$ cat src/tomasulo_pkg.sv
package tomasulo_pkg;

	localparam int TAG_W = 3;
	localparam int ROB_DEPTH = 1 << TAG_W;
	localparam int NUM_ALU_STATIONS = 3;
	localparam int STATION_W = $clog2(NUM_ALU_STATIONS);

	// ROB entry index, also the rename tag
	typedef logic [TAG_W-1:0] tag_t;

	typedef logic [STATION_W-1:0] station_id_t;

	// Second phase exists only for the LDI double issue
	typedef enum logic {
		phase_normal,
		phase_ldi_second
	} issue_phase_t;

endpackage

$ cat src/isa_pkg.sv
package isa_pkg;

	localparam int OPCODE_W = 4;
	localparam int REG_W = 3;
	localparam int WORD_W = 16;
	localparam int IMM5_W = 5;
	localparam int OFFSET6_W = 6;

	// LC-3b opcode map
	typedef enum logic [OPCODE_W-1:0] {
		op_br   = 4'b0000,
		op_add  = 4'b0001,
		op_ldb  = 4'b0010,
		op_stb  = 4'b0011,
		op_jsr  = 4'b0100,
		op_and  = 4'b0101,
		op_ldr  = 4'b0110,
		op_str  = 4'b0111,
		op_rti  = 4'b1000,
		op_not  = 4'b1001,
		op_ldi  = 4'b1010,
		op_sti  = 4'b1011,
		op_jmp  = 4'b1100,
		op_shf  = 4'b1101,
		op_lea  = 4'b1110,
		op_trap = 4'b1111
	} opcode_t;

	typedef logic [REG_W-1:0] reg_t;
	typedef logic [WORD_W-1:0] word_t;

	// ADD, AND, NOT
	typedef struct packed {
		opcode_t opcode;
		reg_t dr;
		reg_t sr1;
		logic imm;                // Bit 5
		logic [IMM5_W-1:0] src2;  // imm5, or sr2 in the low three bits
	} alu_fmt_t;

	// LDR, STR, LDI
	typedef struct packed {
		opcode_t opcode;
		reg_t dr;                 // Source register for STR
		reg_t base;
		logic [OFFSET6_W-1:0] offset6;
	} mem_fmt_t;

	typedef union packed {
		alu_fmt_t alu;
		mem_fmt_t mem;
	} instr_u;

endpackage
$ cat src/operand_if.sv
interface operand_if (
	input logic clk
);
	import isa_pkg::*;
	import tomasulo_pkg::*;

	// Register file and ROB lookups for this source
	logic reg_busy;
	word_t reg_data;
	tag_t reg_tag;
	logic rob_valid;
	word_t rob_value;

	// Resolved operand
	word_t value;
	logic value_valid;
	tag_t wait_tag;       // Producer tag when value is not ready

	modport resolver (
		input clk,
		input reg_busy,
		input reg_data,
		input reg_tag,
		input rob_valid,
		input rob_value,
		output value,
		output value_valid,
		output wait_tag
	);

	modport consumer (
		input value,
		input value_valid,
		input wait_tag
	);

endinterface

$ cat src/issue_unit.sv
module issue_unit (
	input logic clk,
	input logic reset,
	input logic flush,
	input isa_pkg::instr_u instr,
	input logic instr_valid,
	output logic stall,
	output isa_pkg::reg_t sr1_sel,
	output isa_pkg::reg_t sr2_sel,
	input logic sr1_busy,
	input isa_pkg::word_t sr1_data,
	input tomasulo_pkg::tag_t sr1_tag,
	input logic sr2_busy,
	input isa_pkg::word_t sr2_data,
	input tomasulo_pkg::tag_t sr2_tag,
	input logic rob_sr1_valid,
	input isa_pkg::word_t rob_sr1_value,
	input logic rob_sr2_valid,
	input isa_pkg::word_t rob_sr2_value,
	input logic cdb_valid,
	input tomasulo_pkg::tag_t cdb_tag,
	input isa_pkg::word_t cdb_data,
	input logic [tomasulo_pkg::NUM_ALU_STATIONS-1:0] alu_busy,
	input logic ldst_full,
	input logic rob_full,
	output logic rs_write,
	output tomasulo_pkg::station_id_t rs_station,
	output isa_pkg::opcode_t rs_op,
	output isa_pkg::word_t rs_vj,
	output isa_pkg::word_t rs_vk,
	output logic rs_vj_valid,
	output logic rs_vk_valid,
	output tomasulo_pkg::tag_t rs_qj,
	output tomasulo_pkg::tag_t rs_qk,
	output logic ldst_write,
	output logic ldst_store,
	output isa_pkg::word_t ldst_offset,
	output isa_pkg::word_t ldst_vbase,
	output logic ldst_vbase_valid,
	output tomasulo_pkg::tag_t ldst_qbase,
	output isa_pkg::word_t ldst_vsrc,
	output logic ldst_vsrc_valid,
	output tomasulo_pkg::tag_t ldst_qsrc,
	output logic rob_write,
	output isa_pkg::opcode_t rob_op,
	output isa_pkg::reg_t rob_dest,
	output logic reg_busy_write,
	output isa_pkg::reg_t reg_dest,
	output tomasulo_pkg::tag_t issue_tag    // ROB entry and rename tag of this issue
);
	import tomasulo_pkg::*;

	logic issue_go;
	issue_phase_t phase;
	tag_t pointer_tag;

	operand_if op1 (.clk(clk));
	operand_if op2 (.clk(clk));

	// Register file and ROB lookups into the operand bundles
	assign op1.reg_busy = sr1_busy;
	assign op1.reg_data = sr1_data;
	assign op1.reg_tag = sr1_tag;
	assign op1.rob_valid = rob_sr1_valid;
	assign op1.rob_value = rob_sr1_value;
	assign op2.reg_busy = sr2_busy;
	assign op2.reg_data = sr2_data;
	assign op2.reg_tag = sr2_tag;
	assign op2.rob_valid = rob_sr2_valid;
	assign op2.rob_value = rob_sr2_value;

	operand_resolver u_resolve1 (
		.cdb_valid(cdb_valid),
		.cdb_tag(cdb_tag),
		.cdb_data(cdb_data),
		.op(op1)
	);

	operand_resolver u_resolve2 (
		.cdb_valid(cdb_valid),
		.cdb_tag(cdb_tag),
		.cdb_data(cdb_data),
		.op(op2)
	);

	issue_fsm u_fsm (.*);

	rob_tag_counter u_tag (
		.clk(clk),
		.reset(reset),
		.flush(flush),
		.advance(rob_write),
		.tag(issue_tag)
	);

	dispatch_builder u_dispatch (.*);

endmodule

$ cat src/dispatch_builder.sv
module dispatch_builder (
	input isa_pkg::instr_u instr,
	input logic issue_go,
	input tomasulo_pkg::issue_phase_t phase,
	input tomasulo_pkg::tag_t pointer_tag,
	input logic [tomasulo_pkg::NUM_ALU_STATIONS-1:0] alu_busy,
	input logic cdb_valid,
	input tomasulo_pkg::tag_t cdb_tag,
	input isa_pkg::word_t cdb_data,
	operand_if.consumer op1,
	operand_if.consumer op2,
	output logic rs_write,
	output tomasulo_pkg::station_id_t rs_station,
	output isa_pkg::opcode_t rs_op,
	output isa_pkg::word_t rs_vj,
	output isa_pkg::word_t rs_vk,
	output logic rs_vj_valid,
	output logic rs_vk_valid,
	output tomasulo_pkg::tag_t rs_qj,
	output tomasulo_pkg::tag_t rs_qk,
	output logic ldst_write,
	output logic ldst_store,
	output isa_pkg::word_t ldst_offset,
	output isa_pkg::word_t ldst_vbase,
	output logic ldst_vbase_valid,
	output tomasulo_pkg::tag_t ldst_qbase,
	output isa_pkg::word_t ldst_vsrc,
	output logic ldst_vsrc_valid,
	output tomasulo_pkg::tag_t ldst_qsrc,
	output logic rob_write,
	output isa_pkg::opcode_t rob_op,
	output isa_pkg::reg_t rob_dest,
	output logic reg_busy_write,
	output isa_pkg::reg_t reg_dest,
	output isa_pkg::reg_t sr1_sel,
	output isa_pkg::reg_t sr2_sel
);
	import isa_pkg::*;
	import tomasulo_pkg::*;

	opcode_t opcode;
	logic is_alu;
	logic is_mem;
	logic is_store;
	logic is_ldi;
	logic ldi_second;
	logic pointer_on_cdb;
	word_t imm5_sext;
	word_t offset_scaled;
	station_id_t free_station;

	assign opcode = instr.alu.opcode;
	assign is_alu = opcode inside {op_add, op_and, op_not};
	assign is_store = (opcode == op_str);
	assign is_ldi = (opcode == op_ldi);
	assign is_mem = is_store || is_ldi || (opcode == op_ldr);
	assign ldi_second = is_ldi && (phase == phase_ldi_second);
	assign pointer_on_cdb = cdb_valid && (cdb_tag == pointer_tag);

	// STR reads its source register through the second port
	assign sr1_sel = instr.alu.sr1;   // Same bits as the memory base
	assign sr2_sel = is_store ? instr.mem.dr : instr.alu.src2[REG_W-1:0];

	assign imm5_sext = {{(WORD_W - IMM5_W){instr.alu.src2[IMM5_W-1]}}, instr.alu.src2};
	assign offset_scaled = {{(WORD_W - OFFSET6_W - 1){instr.mem.offset6[OFFSET6_W-1]}},
		instr.mem.offset6, 1'b0};   // Word offset to byte offset

	// Lowest numbered free station wins
	always_comb
	begin
		free_station = '0;
		for (int i = NUM_ALU_STATIONS - 1; i >= 0; i--)
		begin
			if (!alu_busy[i])
				free_station = station_id_t'(i);
		end
	end

	assign rs_write = issue_go && is_alu;
	assign rs_station = free_station;
	assign rs_op = opcode;
	assign rs_vj = op1.value;
	assign rs_vj_valid = op1.value_valid;
	assign rs_qj = op1.wait_tag;
	assign rs_vk = instr.alu.imm ? imm5_sext : op2.value;
	assign rs_vk_valid = instr.alu.imm || op2.value_valid;
	assign rs_qk = instr.alu.imm ? '0 : op2.wait_tag;

	assign ldst_write = issue_go && is_mem;
	assign ldst_store = is_store;
	assign ldst_offset = is_ldi ? '0 : offset_scaled;   // Both LDI loads use offset 0

	always_comb
	begin
		if (ldi_second)
		begin
			// Base is the pointer load's result
			ldst_vbase = pointer_on_cdb ? cdb_data : '0;
			ldst_vbase_valid = pointer_on_cdb;
			ldst_qbase = pointer_on_cdb ? '0 : pointer_tag;
		end
		else
		begin
			ldst_vbase = op1.value;
			ldst_vbase_valid = op1.value_valid;
			ldst_qbase = op1.wait_tag;
		end
	end

	assign ldst_vsrc = is_store ? op2.value : '0;
	assign ldst_vsrc_valid = is_store && op2.value_valid;
	assign ldst_qsrc = is_store ? op2.wait_tag : '0;

	// Every issue takes an ROB entry, the LDI pointer load too
	assign rob_write = issue_go;
	assign rob_op = opcode;
	assign rob_dest = is_store ? '0 : instr.alu.dr;

	// Pointer load does not rename dr
	assign reg_busy_write = issue_go && !is_store && (!is_ldi || ldi_second);
	assign reg_dest = instr.alu.dr;

endmodule

$ cat src/rob_tag_counter.sv
module rob_tag_counter (
	input logic clk,
	input logic reset,
	input logic flush,
	input logic advance,
	output tomasulo_pkg::tag_t tag
);
	import tomasulo_pkg::*;

	always_ff @(posedge clk)
	begin
		if (reset || flush)
			tag <= '0;
		else if (advance)
		begin
			if (tag == tag_t'(ROB_DEPTH - 1))
				tag <= '0;                 // Wrap to the first ROB entry
			else
				tag <= tag + 1'b1;
		end
	end

	// Tag only moves on an ROB write, reset or flush
	assert property (@(posedge clk)
		!(reset || flush || advance) |=> $stable(tag));

endmodule

$ cat src/issue_fsm.sv
module issue_fsm (
	input logic clk,
	input logic reset,
	input logic flush,
	input logic instr_valid,
	input isa_pkg::instr_u instr,
	input logic [tomasulo_pkg::NUM_ALU_STATIONS-1:0] alu_busy,
	input logic ldst_full,
	input logic rob_full,
	input tomasulo_pkg::tag_t issue_tag,
	output logic stall,
	output logic issue_go,
	output tomasulo_pkg::issue_phase_t phase,
	output tomasulo_pkg::tag_t pointer_tag
);
	import isa_pkg::*;
	import tomasulo_pkg::*;

	opcode_t opcode;
	logic is_alu;
	logic is_mem;
	logic blocked;
	logic ldi_first;

	assign opcode = instr.alu.opcode;

	always_comb
	begin
		is_alu = 1'b0;
		is_mem = 1'b0;
		case (opcode)
			op_add, op_and, op_not: is_alu = 1'b1;
			op_ldr, op_str, op_ldi: is_mem = 1'b1;
			default: ;                        // Not issued by this stage
		endcase
	end

	// Back-pressure for the class of the waiting instruction
	assign blocked = rob_full || (is_alu && (&alu_busy)) || (is_mem && ldst_full);

	assign ldi_first = (opcode == op_ldi) && (phase == phase_normal);

	assign issue_go = instr_valid && (is_alu || is_mem) && !blocked;

	// First LDI issue writes but keeps the word held at fetch
	assign stall = instr_valid && (blocked || ldi_first);

	always_ff @(posedge clk)
	begin
		if (reset || flush)
			phase <= phase_normal;
		else if (issue_go && (opcode == op_ldi))
		begin
			if (ldi_first)
				phase <= phase_ldi_second;
			else
				phase <= phase_normal;
		end
	end

	// Tag of the pointer load, base of the second issue
	always_ff @(posedge clk)
	begin
		if (issue_go && ldi_first)
			pointer_tag <= issue_tag;
	end

	// Fetch holds the LDI word while its second issue is pending
	assert property (@(posedge clk) disable iff (reset || flush)
		(phase == phase_ldi_second) |-> instr_valid && (opcode == op_ldi));

endmodule

$ cat src/operand_resolver.sv
module operand_resolver (
	input logic cdb_valid,
	input tomasulo_pkg::tag_t cdb_tag,
	input isa_pkg::word_t cdb_data,
	operand_if.resolver op
);

	logic cdb_hit;

	// Producer is broadcasting right now
	assign cdb_hit = cdb_valid && (cdb_tag == op.reg_tag);

	always_comb
	begin
		op.value = op.reg_data;
		op.value_valid = 1'b1;
		op.wait_tag = '0;
		if (op.reg_busy)
		begin
			if (cdb_hit)
				op.value = cdb_data;
			else if (op.rob_valid)
				op.value = op.rob_value;   // Done but not yet committed
			else
			begin
				op.value = '0;
				op.value_valid = 1'b0;
				op.wait_tag = op.reg_tag;
			end
		end
	end

	// A waiting operand must name a producer that has no value anywhere yet
	assert property (@(posedge op.clk)
		!op.value_valid |-> op.reg_busy && !cdb_hit && !op.rob_valid
			&& (op.wait_tag == op.reg_tag));

endmodule

$ cat config.mk
export PLATFORM = sky130hd
export DESIGN_NAME = issue_unit
export DESIGN_NICKNAME = d
export VERILOG_FILES = /design/src/tomasulo_pkg.sv /design/src/isa_pkg.sv /design/src/operand_if.sv /design/src/issue_unit.sv /design/src/dispatch_builder.sv /design/src/rob_tag_counter.sv /design/src/issue_fsm.sv /design/src/operand_resolver.sv
export SDC_FILE = /design/constraint.sdc
export NUM_CORES = 1
export LEC_CHECK = 0
export BUFFER_PORTS_ARGS = -buffer_cell sky130_fd_sc_hd__buf_2
export CORE_ASPECT_RATIO = 0.6
export CORE_UTILIZATION = 34
export DETAILED_ROUTE_END_ITERATION = 8
export PLACE_DENSITY = 0.91
export SLEW_MARGIN = 10
export SYNTH_ARGS = -nofsm -noshare
export SYNTH_HDL_FRONTEND = slang
export SYNTH_SLANG_ARGS = --single-unit
$ cat constraint.sdc
create_clock -name clk -period 1.58 [get_ports clk]
set_input_delay 0.316 -clock clk [delete_from_list [all_inputs] [get_ports clk]]
set_output_delay 0.316 -clock clk [all_outputs]
set_load 0.05 [all_outputs]
==> impl_metrics.tcl, run 1 <==
set metrics [dict create \
    gp_congestion 0.882 \
    syn_avg_cell_area_um2 6.89 \
    dpl.hpwl_mm 11.8 \
    lastStage "clock tree synthesis (4_1_cts)" \
    synthesis.area_mm2 0.00249 \
    synth_top_area_share_pct 14.9 \
    postCtsSetupRepairBufs 18 \
    synth_fp_nets 483 \
    h-tree-depth 1 \
    cts_resized 316 \
    synth_edf_count 3 \
    io_buffers 238 \
    status "stopped before the end" \
    stop_error "[ERROR DPL-0038] Utilization greater than 100%, impossible to legalize" \
    yosys.cell_types.count 48 \
    start_util_pct 36.2 \
    synthTopCellsByArea "mux2i_1, and2_1, a211oi_1" \
    yosys_warnings 0 \
    rows 23 \
    ctsHoldBuffers 0 \
    clockRootBuffer "clkbuf_16" \
    io_pins 246 \
    clock-sinks 7 \
    async_flop_share_pct 0 \
    ys.flop_type "dfxtp_1" \
    synth_top_cell_by_area "mux2i_1" \
    cts_buffers 3 \
    fp.dieH_um 68.3 \
    die_w_um 113 \
    synth-seq-area-share_pct 6.83 \
    synthCells 362 \
    ys_seq_elements 7 \
    cts_max_path_buffers 2 \
]
[cell usage after synthesis, drive strengths merged (2+ instances only)]
cell and n:
a22o 2, ha 2, buf 36, nor3 17
nand2 30, and4b 2, a21oi 2, o221ai 16
inv 12, edfxtp 3, and3 2, clkbuf 19
nand4 20, nor2 26, nor2b 9, and2 46
mux2i 37, a221oi 4, a211oi 28, xnor2 7
dfxtp 4, o21ai 21, nand3 2
[metrics by stage]
step           util [%]  area [um2]  setup TNS (ps)  std cells  setup WS [ps]
2_1_floorplan         -        3910          -17120        362           -386
3_3_place_gp       81.6        5610          -40190        723           -542
3_5_place_dp       81.6        5610          -44560        723           -605
[logic make-up after synthesis]
family          synth area share (%)
flops                           6.83
compound gates                  23.0
mux                             14.9
simple gates                    35.7
xor+xnor                        2.81
buf+inv                         15.6
other cells                    0.150
fa+ha+maj                       1.00
==> inputs of run 2 (changes only) <==
--- a/config.mk
+++ b/config.mk
@@ -6,10 +6,10 @@
 export NUM_CORES = 1
 export LEC_CHECK = 0
 export BUFFER_PORTS_ARGS = -buffer_cell sky130_fd_sc_hd__buf_2
-export CORE_ASPECT_RATIO = 0.6
-export CORE_UTILIZATION = 34
+export CORE_AREA = 2 2 96 98
 export DETAILED_ROUTE_END_ITERATION = 8
-export PLACE_DENSITY = 0.91
+export DIE_AREA = 0 0 98 100
+export PLACE_DENSITY_LB_ADDON = 0.15
 export SLEW_MARGIN = 10
 export SYNTH_ARGS = -nofsm -noshare
 export SYNTH_HDL_FRONTEND = slang
==> constraint.sdc (replaced) <==
create_clock -name clk -period 2.1 [get_ports clk]
set_input_delay 0.42 -clock clk [delete_from_list [all_inputs] [get_ports clk]]
set_output_delay 0.42 -clock clk [all_outputs]
set_load 0.05 [all_outputs]
==> run 2 against run 1 <==
The flow now finishes, with violations (setup timing). Synthesized cell count stayed put. Synthesized area unchanged.
==> impl_metrics.tcl, run 2 <==
set metrics [dict create \
    h-tree-depth 1 \
    drv_slew 0 \
    synthCells 362 \
    globalRouteOverflowTotal 0 \
    tritoncts "built" \
    p_switching_w 0.00110 \
    clock-sinks 7 \
    switching_share_pct 53.9 \
    fp.dieH_um 100 \
    drcViolationCount 0 \
    drtIter0Drc 86 \
    async_flop_share_pct 0 \
    coreArea_mm2 0.00889 \
    whs_ps 460 \
    ys_seq_elements 7 \
    setup_viol 62 \
    syn_avg_cell_area_um2 6.89 \
    yosysMostFrequentCell "and2_1" \
    ant_nets 0 \
    skew_ps 3.98 \
    placedCellCount 701 \
    synth_fp_nets 483 \
    vdd_drop_max_uv 413 \
    synthesis.area_mm2 0.00249 \
    vias 3871 \
    synth_top_cell_by_area "mux2i_1" \
    antenna_found_initial 0 \
    final_common_cell "buf_2" \
    synth-seq-area-share_pct 6.83 \
    leakage_nw 2.63 \
    top_regs "u_fsm.pointer_tag x3, u_tag.tag x3, u_fsm.phase x1" \
    insertedDiodeCount 0 \
    startpoint_type "input pin" \
    pre_cts_slack_ps -301 \
    tns_ps -3310 \
    syn2layout_area_growth_pct 143 \
    final_layout_size_suffix_gt1_share_pct 72.1 \
    p_int_w 0.000941 \
    dpl.hpwl_mm 9.10 \
    ys_top_cells_by_count "and2_1, mux2i_1, a211oi_1, nand2_1" \
    mostFrequentLayoutCells "buf_2, buf_6, buf_4" \
    layout_setup_ws_ps -132 \
    vias_per_cell 5.34 \
    hold_path_class "input pin to flip-flop" \
    hold_viol 0 \
    crit_required_ps 1680 \
    violations "setup timing" \
    setup.worst_path.class "input pin to output pin" \
    layout_worst_path_cycle_share_pct 106 \
    grt_start_max_net_pins 21 \
    combPwrFrac_pct 83.3 \
    dieArea_mm2 0.00980 \
    p_total_w 0.00204 \
    rsz0062_at_grt "true" \
    grt_pass1_vias 3758 \
    io_pins 246 \
    cts_max_path_buffers 2 \
    gp_congestion 0.845 \
    track_usage_pct 24.1 \
    maxCapViolCount 0 \
    rows 35 \
    n_fill_cell 673 \
    clockRootBuffer "clkbuf_8" \
    clkSlewWorstSetupHoldPaths_ps 40 \
    p_per_area_mw_per_mm2 337 \
    grt_pass1_wl_mm 19.1 \
    start_util_pct 28.0 \
    ys.flop_type "dfxtp_1" \
    status "finished with violations" \
    synth_edf_count 3 \
    yosys.cell_types.count 48 \
    final_cell_count_no_fill 725 \
    drt-pass1-iter-count 4 \
    nets 736 \
    cp_max_fo 5 \
    min_period_ps 2230 \
    synthTopCellsByArea "mux2i_1, and2_1, a211oi_1" \
    yosys_warnings 0 \
    io_buffers 238 \
    die_w_um 98 \
    wire_per_inst_um 18.4 \
    cts_buffers 3 \
    max_freq_ghz 0.448 \
    clk-insertion-delay-late_ps 230 \
    crit_arrival_ps 1810 \
    power.share.clock_pct 9.7 \
    synth_top_area_share_pct 14.9 \
    seqPwrFrac_pct 7.0 \
    end_kind "output pin" \
    finalWirelength_mm 13.4 \
]
==> run 2: cell counts after synthesis <==
Identical to the previous run, type by type.
==> run 2: area by class of cell <==
class | count | area (um2) | share of cell area (%)
repair buffers | 303 | 2580 | 42.6
well taps | 111 | 139 | 2.29
multi-input cells | 288 | 3080 | 50.8
clock buffers | 4 | 45.0 | 0.743
flip-flops and latches | 7 | 170 | 2.81
inverters | 12 | 45.0 | 0.743
==> run 2: logic make-up after synthesis <==
group / after synthesis / synth area share (%)
and+or+nand+nor: 162 / 35.7
buffers and inverters: 67 / 15.6
AOI/OAI and AO/OA: 78 / 23.0
xor gates and xnor gates: 8 / 2.81
adders and majority gates: 2 / 1.00
muxes: 37 / 14.9
other: 1 / 0.150
DFF: 7 / 6.83
==> run 2: repair_timing <==
action	CTS	global route
endpoints found under the setup margin	68	83
pin swaps	46	10
gates resized for setup	234	82
setup buffers	9	3
hold buffers	0	0
gates cloned	5	3
==> run 2: metal layers <==
layer  vias up  track usage [%]  wire length (um)
met5         -                0                 0
met4         0             6.09               344
met3        44             3.48               917
met2       187             44.5              7120
met1      1842             29.3              4970
li1       1798                -                 -
==> run 2: per-stage QoR <==
stage               instance area (um2)  utilization, %
floorplan                          3070               -
global placement                   4510            50.7
detailed placement                 4510            50.7
CTS                                5690            64.0
global route                       6060            68.2
finish                             6060            68.2
==> run 2: critical path: stages <==
cell and delay [ps]:
buf_8 100, xnor2_2 130, nand4_1 120, buf_6 170, buf_12 150, buf_6 110, and4b_2 280, and2_4 170
buf_8 140
==> run 2: final timing paths <==
path / cells after the start / slack, ps / endpoint / start
worst max-delay path: 9 / -130 / rs_qk[1] / sr2_tag[1]
worst min-delay path: 3 / 460 / u_fsm.phase$_SDFFE_PP0P_ / flush
worst max register to register: 2 / 900 / u_fsm.pointer_tag[2]$_DFFE_PP_ / u_fsm.phase$_SDFFE_PP0P_
worst min register to register: 0 / 500 / u_fsm.pointer_tag[2]$_DFFE_PP_ / u_tag.tag[2]$_SDFFE_PP0P_
==> run 2: power groups by stage <==
stage,combinational (W),clock [W],sequential (W)
6_report,0.00170,0.000197,0.000143
5_1_grt,0.00177,0.000206,0.000143
4_1_cts,0.00161,0.000199,0.000143
3_5_place_dp,0.00134,0,0.000146
3_3_place_gp,0.00134,0,0.000146
2_1_floorplan,0.000989,0,0.000147
Note: power is estimated with default switching activity, not from simulation.
